`src/rtl/rx_macros.svh`:
```
// Receiver front end build constants
// Word size, lock settling time, queue depth and link credits

`ifndef RX_MACROS_SVH
`define RX_MACROS_SVH

// ******************************
// Word format
// ******************************
`define RX_WORD_WIDTH   4    // Bits per assembled word

// ******************************
// Lock and link
// ******************************
`define RX_LOCK_CYCLES  255  // Edges from reset release to ready
`define RX_QUEUE_DEPTH  4    // FIFO entries
`define RX_LINK_CREDITS 4    // Credits held by sender after reset

`endif
```
`src/rtl/rx_link_pkg.sv`:
```
// Output link types
// Credit-based link word and the sender credit count

`include "rx_macros.svh"

package rx_link_pkg;

    // ******************************
    // Link word to the consumer
    // ******************************
    typedef struct packed {
        logic                      valid;  // One word per high cycle
        logic [`RX_WORD_WIDTH-1:0] data;   // Payload, same order as received
    } rx_link_t;

    // Credits held by the sender, 0 up to 4
    typedef logic [2:0] credit_cnt_t;

endpackage : rx_link_pkg

```
`src/rtl/rx_word_pkg.sv`:
```
// Receive side types
// Deserializer word format and lock-wait state encoding

`include "rx_macros.svh"

package rx_word_pkg;

    // ******************************
    // Deserializer output word
    // ******************************
    typedef struct packed {
        logic                      valid;  // One cycle per completed word
        logic [`RX_WORD_WIDTH-1:0] data;   // First bit received is MSB
    } rx_word_t;

    // ******************************
    // Lock-wait state
    // ******************************
    typedef enum logic {
        LOCK_WAIT  = 1'b0,  // Settling after reset
        LOCK_READY = 1'b1   // Words may enter the queue
    } lock_state_e;

endpackage : rx_word_pkg

```
`src/rtl/rx_top.sv`:
```
// Serial receive front end
// Lock wait, deserializer and credit-based word queue

`timescale 1ns/100ps

module rx_top
    import rx_word_pkg::*;
    import rx_link_pkg::*;
(
    input  logic     fabric_clk_div,
    input  logic     reset_buf_n,
    input  logic     serial_in,
    input  logic     enable_n,
    input  logic     credit_return,
    output rx_link_t link_out,
    output logic     ready,
    output logic     overflow
);

    // ******************************
    // Internal wires
    // ******************************
    lock_state_e lock_state;   // From lock wait
    rx_word_t    word;         // Deserializer to queue

    assign ready = (lock_state == LOCK_READY);

    // ******************************
    // Lock wait
    // ******************************
    rx_lock_wait u_rx_lock_wait (
        .fabric_clk_div (fabric_clk_div),
        .reset_buf_n    (reset_buf_n),
        .lock_state     (lock_state)
    );

    // ******************************
    // Deserializer
    // ******************************
    rx_deserializer u_rx_deserializer (
        .fabric_clk_div (fabric_clk_div),
        .reset_buf_n    (reset_buf_n),
        .serial_in      (serial_in),
        .enable_n       (enable_n),
        .word           (word)
    );

    // ******************************
    // Queue and link sender
    // ******************************
    rx_word_queue u_rx_word_queue (
        .fabric_clk_div (fabric_clk_div),
        .reset_buf_n    (reset_buf_n),
        .word           (word),
        .lock_state     (lock_state),
        .credit_return  (credit_return),
        .link_out       (link_out),
        .overflow       (overflow)
    );

endmodule : rx_top

```
`src/rtl/rx_word_queue.sv`:
```
// Word queue and credit link sender
// Accepts words only once locked, buffers them in a small FIFO and
// sends one per cycle while credits remain, with sticky overflow

`timescale 1ns/100ps

`include "rx_macros.svh"

module rx_word_queue
    import rx_word_pkg::*;
    import rx_link_pkg::*;
(
    input  logic        fabric_clk_div,
    input  logic        reset_buf_n,
    input  rx_word_t    word,
    input  lock_state_e lock_state,
    input  logic        credit_return,
    output rx_link_t    link_out,
    output logic        overflow
);

    localparam int DEPTH  = `RX_QUEUE_DEPTH;
    localparam int PTR_W  = $clog2(DEPTH);
    localparam int WORD_W = `RX_WORD_WIDTH;

    // ******************************
    // Storage and control
    // ******************************
    logic [WORD_W-1:0] fifo_mem [DEPTH];  // Payload only
    logic [PTR_W-1:0]  wr_ptr;
    logic [PTR_W-1:0]  rd_ptr;
    logic [PTR_W:0]    fifo_cnt;          // 0 up to DEPTH
    logic              fifo_full;
    logic              fifo_empty;
    logic              word_in;           // Valid word while locked
    logic              push;
    logic              pop;
    logic              drop;              // Full with no room this cycle
    credit_cnt_t       credit_cnt;
    logic              link_valid_q;
    logic [WORD_W-1:0] link_data_q;

    assign fifo_full  = (fifo_cnt == (PTR_W + 1)'(DEPTH));
    assign fifo_empty = (fifo_cnt == '0);
    assign word_in    = word.valid && (lock_state == LOCK_READY); // Drop before lock
    assign pop        = !fifo_empty && (credit_cnt != '0);        // Needs a credit
    assign push       = word_in && (!fifo_full || pop);           // Pop frees a slot
    assign drop       = word_in && fifo_full && !pop;

    // ******************************
    // FIFO pointers and fill level
    // ******************************
    always_ff @(posedge fabric_clk_div or negedge reset_buf_n) begin
        if (!reset_buf_n) begin
            wr_ptr   <= '0;
            rd_ptr   <= '0;
            fifo_cnt <= '0;
        end else begin
            if (push) begin
                wr_ptr <= (wr_ptr == PTR_W'(DEPTH - 1)) ? '0 : wr_ptr + 1'b1;
            end
            if (pop) begin
                rd_ptr <= (rd_ptr == PTR_W'(DEPTH - 1)) ? '0 : rd_ptr + 1'b1;
            end
            case ({push, pop})
                2'b10:   fifo_cnt <= fifo_cnt + 1'b1;
                2'b01:   fifo_cnt <= fifo_cnt - 1'b1;
                default: fifo_cnt <= fifo_cnt;  // Both or neither
            endcase
        end
    end

    always_ff @(posedge fabric_clk_div) begin
        if (push) begin
            fifo_mem[wr_ptr] <= word.data;
        end
    end

    // ******************************
    // Credit counter
    // ******************************
    always_ff @(posedge fabric_clk_div or negedge reset_buf_n) begin
        if (!reset_buf_n) begin
            credit_cnt <= credit_cnt_t'(`RX_LINK_CREDITS); // Full credit at start
        end else begin
            case ({pop, credit_return})
                2'b10:   credit_cnt <= credit_cnt - 1'b1; // Spent on a send
                2'b01:   credit_cnt <= credit_cnt + 1'b1; // Returned by consumer
                default: credit_cnt <= credit_cnt;
            endcase
        end
    end

    // ******************************
    // Registered link output
    // ******************************
    always_ff @(posedge fabric_clk_div or negedge reset_buf_n) begin
        if (!reset_buf_n) begin
            link_valid_q <= 1'b0;
        end else begin
            link_valid_q <= pop;          // At most one word per cycle
        end
    end

    always_ff @(posedge fabric_clk_div) begin
        if (pop) begin
            link_data_q <= fifo_mem[rd_ptr];
        end
    end

    assign link_out = '{valid: link_valid_q, data: link_data_q};

    // Sticky until reset
    always_ff @(posedge fabric_clk_div or negedge reset_buf_n) begin
        if (!reset_buf_n) begin
            overflow <= 1'b0;
        end else if (drop) begin
            overflow <= 1'b1;
        end
    end

endmodule : rx_word_queue

```
`src/rtl/rx_deserializer.sv`:
```
// Serial to word deserializer
// Samples one gated bit per edge, shifts it in MSB first and
// registers each completed word with a one-cycle valid

`timescale 1ns/100ps

`include "rx_macros.svh"

module rx_deserializer
    import rx_word_pkg::*;
(
    input  logic     fabric_clk_div,
    input  logic     reset_buf_n,
    input  logic     serial_in,
    input  logic     enable_n,
    output rx_word_t word
);

    localparam int WORD_W = `RX_WORD_WIDTH;
    localparam int CNT_W  = $clog2(WORD_W);

    // ******************************
    // Input gating
    // ******************************
    logic              bit_gated;    // Zero while disabled
    logic [CNT_W-1:0]  bit_cnt;      // Position inside current word
    logic              word_last;    // Last bit of a word this edge
    logic [WORD_W-1:0] shift_q;      // Partial word
    logic [WORD_W-1:0] shift_next;   // Shift register with this bit
    logic              word_valid_q;
    logic [WORD_W-1:0] word_data_q;

    assign bit_gated  = serial_in & ~enable_n;          // Active low enable
    assign shift_next = {shift_q[WORD_W-2:0], bit_gated}; // MSB first
    assign word_last  = (bit_cnt == CNT_W'(WORD_W - 1));

    // ******************************
    // Free-running bit counter
    // ******************************
    always_ff @(posedge fabric_clk_div or negedge reset_buf_n) begin
        if (!reset_buf_n) begin
            bit_cnt <= '0;                 // Edge 1 is bit 0 of word 0
        end else if (word_last) begin
            bit_cnt <= '0;                 // Wrap at word boundary
        end else begin
            bit_cnt <= bit_cnt + 1'b1;
        end
    end

    // Shift register, fully refilled every word
    always_ff @(posedge fabric_clk_div) begin
        shift_q <= shift_next;
    end

    // ******************************
    // Word output register
    // ******************************
    always_ff @(posedge fabric_clk_div or negedge reset_buf_n) begin
        if (!reset_buf_n) begin
            word_valid_q <= 1'b0;
        end else begin
            word_valid_q <= word_last;     // High for one cycle
        end
    end

    always_ff @(posedge fabric_clk_div) begin
        if (word_last) begin
            word_data_q <= shift_next;     // Includes the bit sampled now
        end
    end

    assign word = '{valid: word_valid_q, data: word_data_q};

endmodule : rx_deserializer

```
`src/rtl/rx_lock_wait.sv`:
```
// Lock-wait counter
// Holds the receiver in LOCK_WAIT for a fixed number of edges after
// reset, standing in for the clock source settling time

`timescale 1ns/100ps

`include "rx_macros.svh"

module rx_lock_wait
    import rx_word_pkg::*;
(
    input  logic        fabric_clk_div,
    input  logic        reset_buf_n,
    output lock_state_e lock_state
);

    // ******************************
    // Settling counter
    // ******************************
    logic [7:0]  wait_cnt;      // Saturates at lock count
    logic        wait_done;     // Counter reached its end
    logic        wait_last;     // Edge that completes the wait
    lock_state_e state_q;

    assign wait_done = (wait_cnt == 8'(`RX_LOCK_CYCLES));
    assign wait_last = (wait_cnt == 8'(`RX_LOCK_CYCLES - 1));

    always_ff @(posedge fabric_clk_div or negedge reset_buf_n) begin
        if (!reset_buf_n) begin
            wait_cnt <= '0;
        end else if (!wait_done) begin
            wait_cnt <= wait_cnt + 8'd1;  // Stop once settled
        end
    end

    // ******************************
    // Lock state
    // ******************************
    always_ff @(posedge fabric_clk_div or negedge reset_buf_n) begin
        if (!reset_buf_n) begin
            state_q <= LOCK_WAIT;
        end else if (state_q == LOCK_WAIT && wait_last) begin
            state_q <= LOCK_READY;        // Ready from the last wait edge on
        end
    end

    assign lock_state = state_q;

endmodule : rx_lock_wait

```
`config.mk`:
```
export PLATFORM = sky130hd
export DESIGN_NAME = rx_top
export DESIGN_NICKNAME = d
export VERILOG_FILES = /design/src/rtl/rx_link_pkg.sv /design/src/rtl/rx_word_pkg.sv /design/src/rtl/rx_top.sv /design/src/rtl/rx_word_queue.sv /design/src/rtl/rx_deserializer.sv /design/src/rtl/rx_lock_wait.sv
export VERILOG_INCLUDE_DIRS = /design/src /design/src/rtl
export SDC_FILE = /design/constraint.sdc
export NUM_CORES = 1
export LEC_CHECK = 0
export BUFFER_PORTS_ARGS = -buffer_cell sky130_fd_sc_hd__clkbuf_2
export CORE_MARGIN = 8
export CORE_UTILIZATION = 35
export DETAILED_ROUTE_END_ITERATION = 16
export MAX_ROUTING_LAYER = met4
export SYNTH_ARGS = -nofsm -noshare
export SYNTH_HDL_FRONTEND = slang
export SYNTH_SLANG_ARGS = --single-unit
```
`constraint.sdc`:
```
create_clock -name fabric_clk_div -period 4.57 [get_ports fabric_clk_div]
set_input_delay 0.914 -clock fabric_clk_div [delete_from_list [all_inputs] [get_ports fabric_clk_div]]
set_output_delay 0.914 -clock fabric_clk_div [all_outputs]
set_load 0.005 [all_outputs]
```
==> out/results.env, run 1 <==
WORST_PATH_LARGEST_CELL_DELAY_NS=0.57
FMAXACHIEVABLE_MHz=372
IRDROPWORSTVDD_mV=0.129
CRIT_PATH_END='u_rx_word_queue.fifo_cnt[2]'
POSTROUTEWIRELENGTH_UM=3370
POWER.DENSITY_nW_PER_UM2=355
POST_SYNTH_INSTANCE_AREA_UM2=2120
PLACEMENT.SETUP.WORST_SLACK_NS=1.90
CTS.HTREE.LEVELS=2
ANTENNA_VIOLATIONS_BEFORE_REPAIR=0
WORSTREG2REGEND='u_rx_word_queue.fifo_cnt[2]'
DRT-WIRELENGTH-PER-CELL_UM=14.0
CTS-RESIZED-GATES=0
CP.REQUIRED_NS=4.75
IO_PINS=12
CLK_PIN_SLEW_WORST_PATHS_NS=0.09
YOSYSUNIQUECELLTYPES=40
SYN_INST=150
DIE_AREA_UM2=8810
MAX_CAPACITANCE_VIOLATION_COUNT=0
NUMBER_OF_REMAINING_DRC_ERRORS=0
INITIAL_STANDARD_CELL_UTILIZATION_OF_THE_CORE=0.361
COUNT_OF_FLIP_FLOPS_WITH_A_BUILT_IN_ENABLE_AFTER_SYNTHESIS=24
POST_CTS.REPAIR.SETUP_BUFFERS=0
GR-TOTAL-OVERFLOW=0
LAYOUT.NETS=180
FIRST_PASS_ITERS=4
SYNTHARSTFLOPSHARE=0.471
POWER.STATIC_LEAKAGE_nW=0.946
CPLARGESTDELAYFAMILY='simple AND/OR/NAND/NOR gates'
R2R_SETUP_SLACK_NS=1.88
FIRST_GLOBAL_VIAS=1238
SYNTH_FLOP_CELL='sky130_fd_sc_hd__edfxtp_1'
CRITICAL_PATH.N_BUFFERS_INVERTERS=1
N_ANTENNA_CELL=0
N_FILL_CELL=555
NETLIST.TOP_CELL.BY_AREA='sky130_fd_sc_hd__edfxtp_1'
GR_USAGE_TOTAL=0.0884
TIMING.SETUP.TNS_NS=0
LAYOUT_CELLS_SIZED_ABOVE_1=0.164
DIE-WIDTH_UM=93.9
TIMING.CRITICAL_PATH.TO_TYPE='flop'
WORST_SLACK_NS=1.88
CTS-HOLD-FIX-BUFFERS=0
WORST_SLEW_PIN_SLEW_NS=0.594
INSERTION_DELAY_OF_THE_LATER_CLOCKED_PIN_IN_THE_WORST_SKEW_PAIR_NS=0.30
HOLD_PATH.CLASS='reg -> reg'
CRIT_PATH_TOP_DELAY_CELL='sky130_fd_sc_hd__dfstp_2'
SLEW_HEADROOM=0.604
DRTANTENNAVIOLNETS=0
SYNTH.FF_LATCH_COUNT=51
GPL_CONGESTION=0.806
RSZ0062_AT_GRT='no'
SYNTH.AREA.TOP_CELLS='sky130_fd_sc_hd__edfxtp_1 34%, sky130_fd_sc_hd__dfrtp_1 27%, sky130_fd_sc_hd__ha_1 5.3%, sky130_fd_sc_hd__mux4_2 4.2%, sky130_fd_sc_hd__dfxtp_1 2.8%'
DRT_ITER0_MARKERS=107
WORST_R2R_STARTPOINT='u_rx_word_queue.credit_cnt[2]'
DETAIL_ROUTE.VIAS_PER_CELL=4.95
SYNTH.YOSYS.SEQ_AREA_SHARE=0.651
SETUP_VIOL=0
FINAL.SETUP_SKEW_NS=0.00823
POST_SYNTHESIS_NET_COUNT=166
SYN_AVG_CELL_AREA_UM2=14.2
MAXIMUM_NUMBER_OF_PINS_ON_ONE_NET_BEFORE_GLOBAL_ROUTE_REPAIR=25
CTS_MADE_BUFFERS=5
SYNTH_WARNINGS=0
ROW_COUNT=28
PLACE_HPWL_UM=2530
SETUP.WORST_PATH.CLASS='reg -> reg'
GRT_PASS1_WL_UM=5980
MIN_PERIOD_OVER_PERIOD=0.588
YOSYS.AREA.TOP_TYPE_SHARE=0.339
VIAS=1187
FLOW.AREA_GROWTH_FROM_SYNTHESIS_PCT=9.78
CLK_PATH_BUF_DEPTH=2
FINALWORSTPATHREQUIREDPERIOD_NS=2.69
CRITPATHMAXFANOUT=7
CLKSINKCOUNT=51
TIMING.REG2REG.WORST_PATH_DEPTH=7
PLACEMENT.IO_BUFFERS=11
DIE_HEIGHT_UM=93.9
CRIT_PATH_CELL_TRACE='nor3_1 > or2_2 > inv_1 > nand2_1 > fa_1 > or3_1 > a311o_1'
TIMING.FINAL.HOLD_VIOLATIONS=0
CRIT_PATH_START_KIND='flop'
CLOCK_TREE_FROM_TRITONCTS='built'
RUN_STATUS='finished clean'
MAX_SLEW_VIOLATION_TOTAL_FROM_THE_FINAL_REPORT=0
CP.ARRIVAL_NS=2.87
CORE_AREA_UM2=5890
CRIT_PATH_START='u_rx_word_queue.credit_cnt[2]'
CLOCK-ROOT-BUFFER='sky130_fd_sc_hd__clkbuf_8'
NUMBER_OF_CELLS_ON_THE_CRITICAL_PATH=7
placed cells by master (no fill, tap or decap), types with 5 or more instances in the layout:
cell                       netlist  layout
sky130_fd_sc_hd__ha_1            9       9
sky130_fd_sc_hd__clkbuf_2        0      11
sky130_fd_sc_hd__a21oi_1         5       5
sky130_fd_sc_hd__dfrtp_1        23      23
sky130_fd_sc_hd__clkbuf_8        0       5
sky130_fd_sc_hd__edfxtp_1       24      24
sky130_fd_sc_hd__inv_1           7       7
sky130_fd_sc_hd__nand2_1        12      12
sky130_fd_sc_hd__nor2_1          6       6
sky130_fd_sc_hd__o21ai_0         6       6
worst register-to-register path, cell delays in order, from the launching register on:
cell and delay, ns:
sky130_fd_sc_hd__dfstp_2 0.57, sky130_fd_sc_hd__nor3_1 0.11, sky130_fd_sc_hd__or2_2 0.37, sky130_fd_sc_hd__inv_1 0.19
sky130_fd_sc_hd__nand2_1 0.10, sky130_fd_sc_hd__fa_1 0.45, sky130_fd_sc_hd__or3_1 0.42, sky130_fd_sc_hd__a311o_1 0.36
power breakdown:
group | switching, mW | internal (mW)
logic | 0.0369 | 0.0318
clock network | 0.137 | 0.107
registers | 0.0186 | 0.496
total | 0.193 | 0.635
per-layer routing:
layer / global-route usage / vias up / wire length, um
li1: - / 567 / -
met1: 0.0956 / 585 / 1390
met2: 0.144 / 28 / 1760
met3: 0.0240 / 7 / 123
met4: 0.0502 / 0 / 93
met5: - / - / 0
metrics by stage:
| stage | util | hold slack, ns | instances | power (mW) | instance area, um2 |
|---|---|---|---|---|---|
| 2_1_floorplan | - | 0.327 | 150 | 0.567 | 2120 |
| 3_3_place_gp | 0.382 | 0.335 | 232 | 0.582 | 2250 |
| 3_5_place_dp | 0.382 | 0.336 | 232 | 0.594 | 2250 |
| 4_1_cts | 0.396 | 0.354 | 240 | 0.840 | 2330 |
| 5_1_grt | 0.396 | 0.359 | 240 | 0.870 | 2330 |
| 6_report | 0.396 | 0.351 | 240 | 0.827 | 2330 |
how the worst min path moves through the flow:
stage / start / to / cells after the start
after global routing: u_rx_deserializer.shift_q[1] / u_rx_deserializer.shift_q[2] / 0
after CTS: u_rx_deserializer.shift_q[0] / u_rx_deserializer.shift_q[1] / 0
after floorplan: u_rx_deserializer.shift_q[0] / u_rx_deserializer.shift_q[1] / 0
final: u_rx_deserializer.shift_q[0] / u_rx_deserializer.shift_q[1] / 0
after global placement: u_rx_deserializer.shift_q[0] / u_rx_deserializer.shift_q[1] / 0
after detailed placement: u_rx_deserializer.shift_q[0] / u_rx_deserializer.shift_q[1] / 0
sequential cells by signal, indices dropped and copies added (netlist names), 2 cells and up:
signal / count
u_rx_word_queue.fifo_cnt: 3
u_rx_word_queue.fifo_mem: 16
u_rx_lock_wait.wait_cnt: 8
u_rx_deserializer.shift_q: 3
u_rx_word_queue.rd_ptr: 2
u_rx_deserializer.bit_cnt: 2
u_rx_word_queue.credit_cnt: 3
u_rx_word_queue.wr_ptr: 2
u_rx_deserializer.word_data_q: 4
u_rx_word_queue.link_data_q: 4
cells in the mapped netlist, types with 2 or more instances:
library cell / number
sky130_fd_sc_hd__and4_1: 2
sky130_fd_sc_hd__nand4_1: 2
sky130_fd_sc_hd__clkbuf_1: 2
sky130_fd_sc_hd__mux2_2: 2
sky130_fd_sc_hd__or3_1: 2
sky130_fd_sc_hd__nand3_1: 4
sky130_fd_sc_hd__and3_1: 2
sky130_fd_sc_hd__xor2_1: 3
sky130_fd_sc_hd__ha_1: 9
sky130_fd_sc_hd__dfrtp_1: 23
sky130_fd_sc_hd__dfxtp_1: 3
sky130_fd_sc_hd__xnor2_1: 4
sky130_fd_sc_hd__mux4_2: 4
sky130_fd_sc_hd__o21ai_0: 6
sky130_fd_sc_hd__a21oi_1: 5
sky130_fd_sc_hd__inv_1: 7
sky130_fd_sc_hd__a31oi_1: 2
sky130_fd_sc_hd__and2_1: 4
sky130_fd_sc_hd__nand2_1: 12
sky130_fd_sc_hd__edfxtp_1: 24
sky130_fd_sc_hd__fa_1: 2
sky130_fd_sc_hd__nor3_1: 3
sky130_fd_sc_hd__nor2_1: 6
kinds of logic after synthesis:
family / share of synthesized area
compound gates: 0.0595
xor+xnor: 0.0289
fa+ha+maj: 0.0719
buf+inv: 0.0248
flops: 0.651
mux: 0.0530
simple gates: 0.111
final cells by class:
| class | count | area, um2 | area share |
|---|---|---|---|
| Inverter | 7 | 26.3 | 0.0113 |
| Multi-Input combinational cell | 88 | 688 | 0.295 |
| Timing Repair Buffer | 11 | 55.1 | 0.0236 |
| Sequential cell | 51 | 1380 | 0.593 |
| Clock buffer | 6 | 72.6 | 0.0311 |
| Tap cell | 75 | 93.8 | 0.0403 |
| Clock inverter | 2 | 12.5 | 0.00537 |
No activity file was read; power rests on OpenSTA's default activity.
==> inputs of run 2 (changes only) <==
==> constraint.sdc (replaced) <==
create_clock -name fabric_clk_div -period 2.8 [get_ports fabric_clk_div]
set_input_delay 0.56 -clock fabric_clk_div [delete_from_list [all_inputs] [get_ports fabric_clk_div]]
set_output_delay 0.56 -clock fabric_clk_div [all_outputs]
set_load 0.005 [all_outputs]
==> run 2 against run 1 <==
  * Via count is 1.1% higher
  * Critical path depth stayed put
  * Clock skew decreased by 0.0020 ns
  * Global-route usage decreased by 0.22 points
  * Die area unchanged
  * Sequential cell count unchanged
  * Largest cell class unchanged
==> out/results.env, run 2 (same netlist as run 1, synthesis figures left out) <==
MIN_PERIOD_OVER_PERIOD=0.933  # +0.345
FIRST_PASS_ITERS=4  # unchanged
REGISTERS.TOP_BY_FF_COUNT='u_rx_word_queue.fifo_mem'
LAYOUT.NETS=180  # unchanged
CTS.HTREE.LEVELS=2  # unchanged
INTERNAL_CELL_POWER_mW=1.04  # +63%
CTS-RESIZED-GATES=0  # unchanged
CORE_AREA_UM2=5890  # unchanged
PLACE_HPWL_UM=2480  # -1.9%
IRDROPWORSTVDD_mV=0.227  # +77%
ANTENNA_VIOLATIONS_BEFORE_REPAIR=0  # unchanged
DIE-WIDTH_UM=93.9  # unchanged
MULTI_INPUT_LOGIC_AREA_UM2=688  # unchanged
TIMING.SETUP.TNS_NS=0  # unchanged
MAX_SLEW_VIOLATION_TOTAL_FROM_THE_FINAL_REPORT=0  # unchanged
RSZ0062_AT_GRT='no'
CLOCK_TREE_FROM_TRITONCTS='built'
WORST_SLEW_PIN_SLEW_NS=0.590  # -0.00323 ns
DETAIL_ROUTE.VIAS_PER_CELL=5.00  # +1.1%
POWER.DENSITY_nW_PER_UM2=578  # +63%
SETUP.WORST_PATH.CLASS='reg -> reg'
FINALWORSTPATHREQUIREDPERIOD_NS=2.61  # -0.0733 ns
CTS_MADE_BUFFERS=5  # unchanged
LAYOUTNONFILLERINSTCOUNT=240  # unchanged
DIE_HEIGHT_UM=93.9  # unchanged
TIMING.CRITICAL_PATH.TO_TYPE='flop'
CLKSINKCOUNT=51  # unchanged
PWR-SHARE-SEQ=0.624  # +0.002
POST-LAYOUT-TOTAL-POWER_mW=1.35  # +63%
CRIT_PATH_START_KIND='flop'
FMAXACHIEVABLE_MHz=383  # +2.8%
REGISTER_AREA_UM2=1380  # unchanged
FIRST_GLOBAL_VIAS=1222  # -1.3%
GPL_CONGESTION=0.805  # about the same
LAYOUT_CELLS_SIZED_ABOVE_1=0.170  # +0.00606
GR-TOTAL-OVERFLOW=0  # unchanged
N_FILL_CELL=574  # +3.4%
VIAS=1200  # +1.1%
CLK_PATH_BUF_DEPTH=2  # unchanged
CTS-HOLD-FIX-BUFFERS=0  # unchanged
INSERTION_DELAY_OF_THE_LATER_CLOCKED_PIN_IN_THE_WORST_SKEW_PAIR_NS=0.30  # about the same
CLKPWRFRAC=0.294  # about the same
CLOCK-ROOT-BUFFER='sky130_fd_sc_hd__clkbuf_8'
POST_CTS.REPAIR.SETUP_BUFFERS=0  # unchanged
DRT_ITER0_MARKERS=105  # -1.9%
POSTROUTEWIRELENGTH_UM=3330  # -1.1%
POSTLAYOUTCOREUTIL=0.397  # +0.000638
IO_PINS=12  # unchanged
N_ANTENNA_CELL=0  # unchanged
COMMONEST_NON_FILL_NON_TAP_CELL_IN_THE_LAYOUT='sky130_fd_sc_hd__edfxtp_1'
ROW_COUNT=28  # unchanged
GR_USAGE_TOTAL=0.0861  # -0.00224
DRT-WIRELENGTH-PER-CELL_UM=13.9  # -1.1%
CRITPATHMAXFANOUT=7  # unchanged
SETUP_VIOL=0  # unchanged
MAX_CAPACITANCE_VIOLATION_COUNT=0  # unchanged
TOP_REGS='u_rx_word_queue.fifo_mem: 16 flops, u_rx_lock_wait.wait_cnt: 8 flops'
FLOW.AREA_GROWTH_FROM_SYNTHESIS_PCT=9.96
MAXIMUM_NUMBER_OF_PINS_ON_ONE_NET_BEFORE_GLOBAL_ROUTE_REPAIR=25  # unchanged
MOSTFREQUENTLAYOUTCELLS='24 x sky130_fd_sc_hd__edfxtp_1, 23 x sky130_fd_sc_hd__dfrtp_1, 12 x sky130_fd_sc_hd__nand2_1'
PLACEMENT.IO_BUFFERS=11  # unchanged
P_SWITCHING_uW=313  # +62%
TIMING.REG2REG.WORST_PATH_DEPTH=7  # unchanged
DRTANTENNAVIOLNETS=0  # unchanged
RUN_STATUS='finished clean'
TIMING.FINAL.HOLD_VIOLATIONS=0  # unchanged
SW_FRAC_OF_TOTAL=0.232  # -0.000803
POWER.STATIC_LEAKAGE_nW=0.935  # -1.1%
CP.REQUIRED_NS=2.99  # -1.76 ns
FINAL.SETUP_SKEW_NS=0.00623  # -0.00199 ns
GRT_PASS1_WL_UM=5790  # -3.2%
CP.ARRIVAL_NS=2.80  # -0.07 ns
SHARE_COMB_OF_TOTAL_POWER=0.082  # about the same
CLK_PIN_SLEW_WORST_PATHS_NS=0.09  # about the same
DIE_AREA_UM2=8810  # unchanged
NUMBER_OF_REMAINING_DRC_ERRORS=0  # unchanged
INITIAL_STANDARD_CELL_UTILIZATION_OF_THE_CORE=0.361  # unchanged
DPL.CELL_COUNT=232  # unchanged
LARGEST_REGISTER_FF_COUNT=16  # unchanged
HOLD_PATH.CLASS='in -> async'
SLEW_HEADROOM=0.605  # about the same
## run 2: layer usage
layer | wire length, um | vias up | share of wire | track usage
met5 | 0 | - | 0 | -
met4 | 98 | 0 | 0.029 | 0.0542
met3 | 144 | 8 | 0.043 | 0.0216
met2 | 1700 | 37 | 0.51 | 0.144
met1 | 1380 | 584 | 0.41 | 0.0888
li1 | - | 571 | - | -
## run 2: cell type report
class / count / share of cell area
flip-flops and latches: 51 / 0.592
multi-input cells: 88 / 0.295
clock buffers: 6 / 0.0311
inverters: 7 / 0.0129
well taps: 75 / 0.0402
repair buffers: 11 / 0.0236
clock inverters: 2 / 0.00536
## run 2: critical path: stages (launching register included)
cell and delay [ns]:
sky130_fd_sc_hd__dfstp_2 0.57, sky130_fd_sc_hd__nor3_1 0.11, sky130_fd_sc_hd__or2_2 0.38, sky130_fd_sc_hd__clkinvlp_4 0.15, sky130_fd_sc_hd__nand2_1 0.08, sky130_fd_sc_hd__fa_1 0.44, sky130_fd_sc_hd__or3_1 0.42, sky130_fd_sc_hd__a311o_1 0.36
## run 2: worst paths after layout
| check | from | endpoint | slack, ns |
|---|---|---|---|
| hold reg to reg | u_rx_deserializer.shift_q[1] | u_rx_deserializer.shift_q[2] | 0.35 |
| setup / recovery | u_rx_word_queue.credit_cnt[2] | u_rx_word_queue.fifo_cnt[2] | 0.19 |
| hold / removal | reset_buf_n | u_rx_lock_wait.wait_cnt[5] | 0.25 |
| setup reg to reg | u_rx_word_queue.credit_cnt[2] | u_rx_word_queue.fifo_cnt[2] | 0.19 |
| max in group asynchronous | reset_buf_n | u_rx_word_queue.rd_ptr[1] | 2.16 |
| min in group fabric_clk_div | u_rx_deserializer.shift_q[1] | u_rx_deserializer.shift_q[2] | 0.35 |
## run 2: through the flow
| stage | worst slack, ns | hold slack, ns | cell area [um2] |
|---|---|---|---|
| 3_3_place_gp | 0.238 | 0.335 | 2250 |
| 5_1_grt | 0.0589 | 0.283 | 2330 |
| 4_1_cts | 0.124 | 0.263 | 2330 |
| 2_1_floorplan | 0.257 | 0.264 | 2120 |
| 6_report | 0.187 | 0.248 | 2330 |
| 3_5_place_dp | 0.138 | 0.338 | 2250 |
## run 2: power groups by stage
| stage | registers [mW] | clock network (mW) | logic, mW |
|---|---|---|---|
| 2_1_floorplan | 0.849 | 0 | 0.0760 |
| 3_3_place_gp | 0.852 | 0 | 0.0977 |
| 3_5_place_dp | 0.857 | 0 | 0.111 |
| 4_1_cts | 0.842 | 0.414 | 0.113 |
| 5_1_grt | 0.846 | 0.439 | 0.127 |
| 6_report | 0.842 | 0.397 | 0.110 |
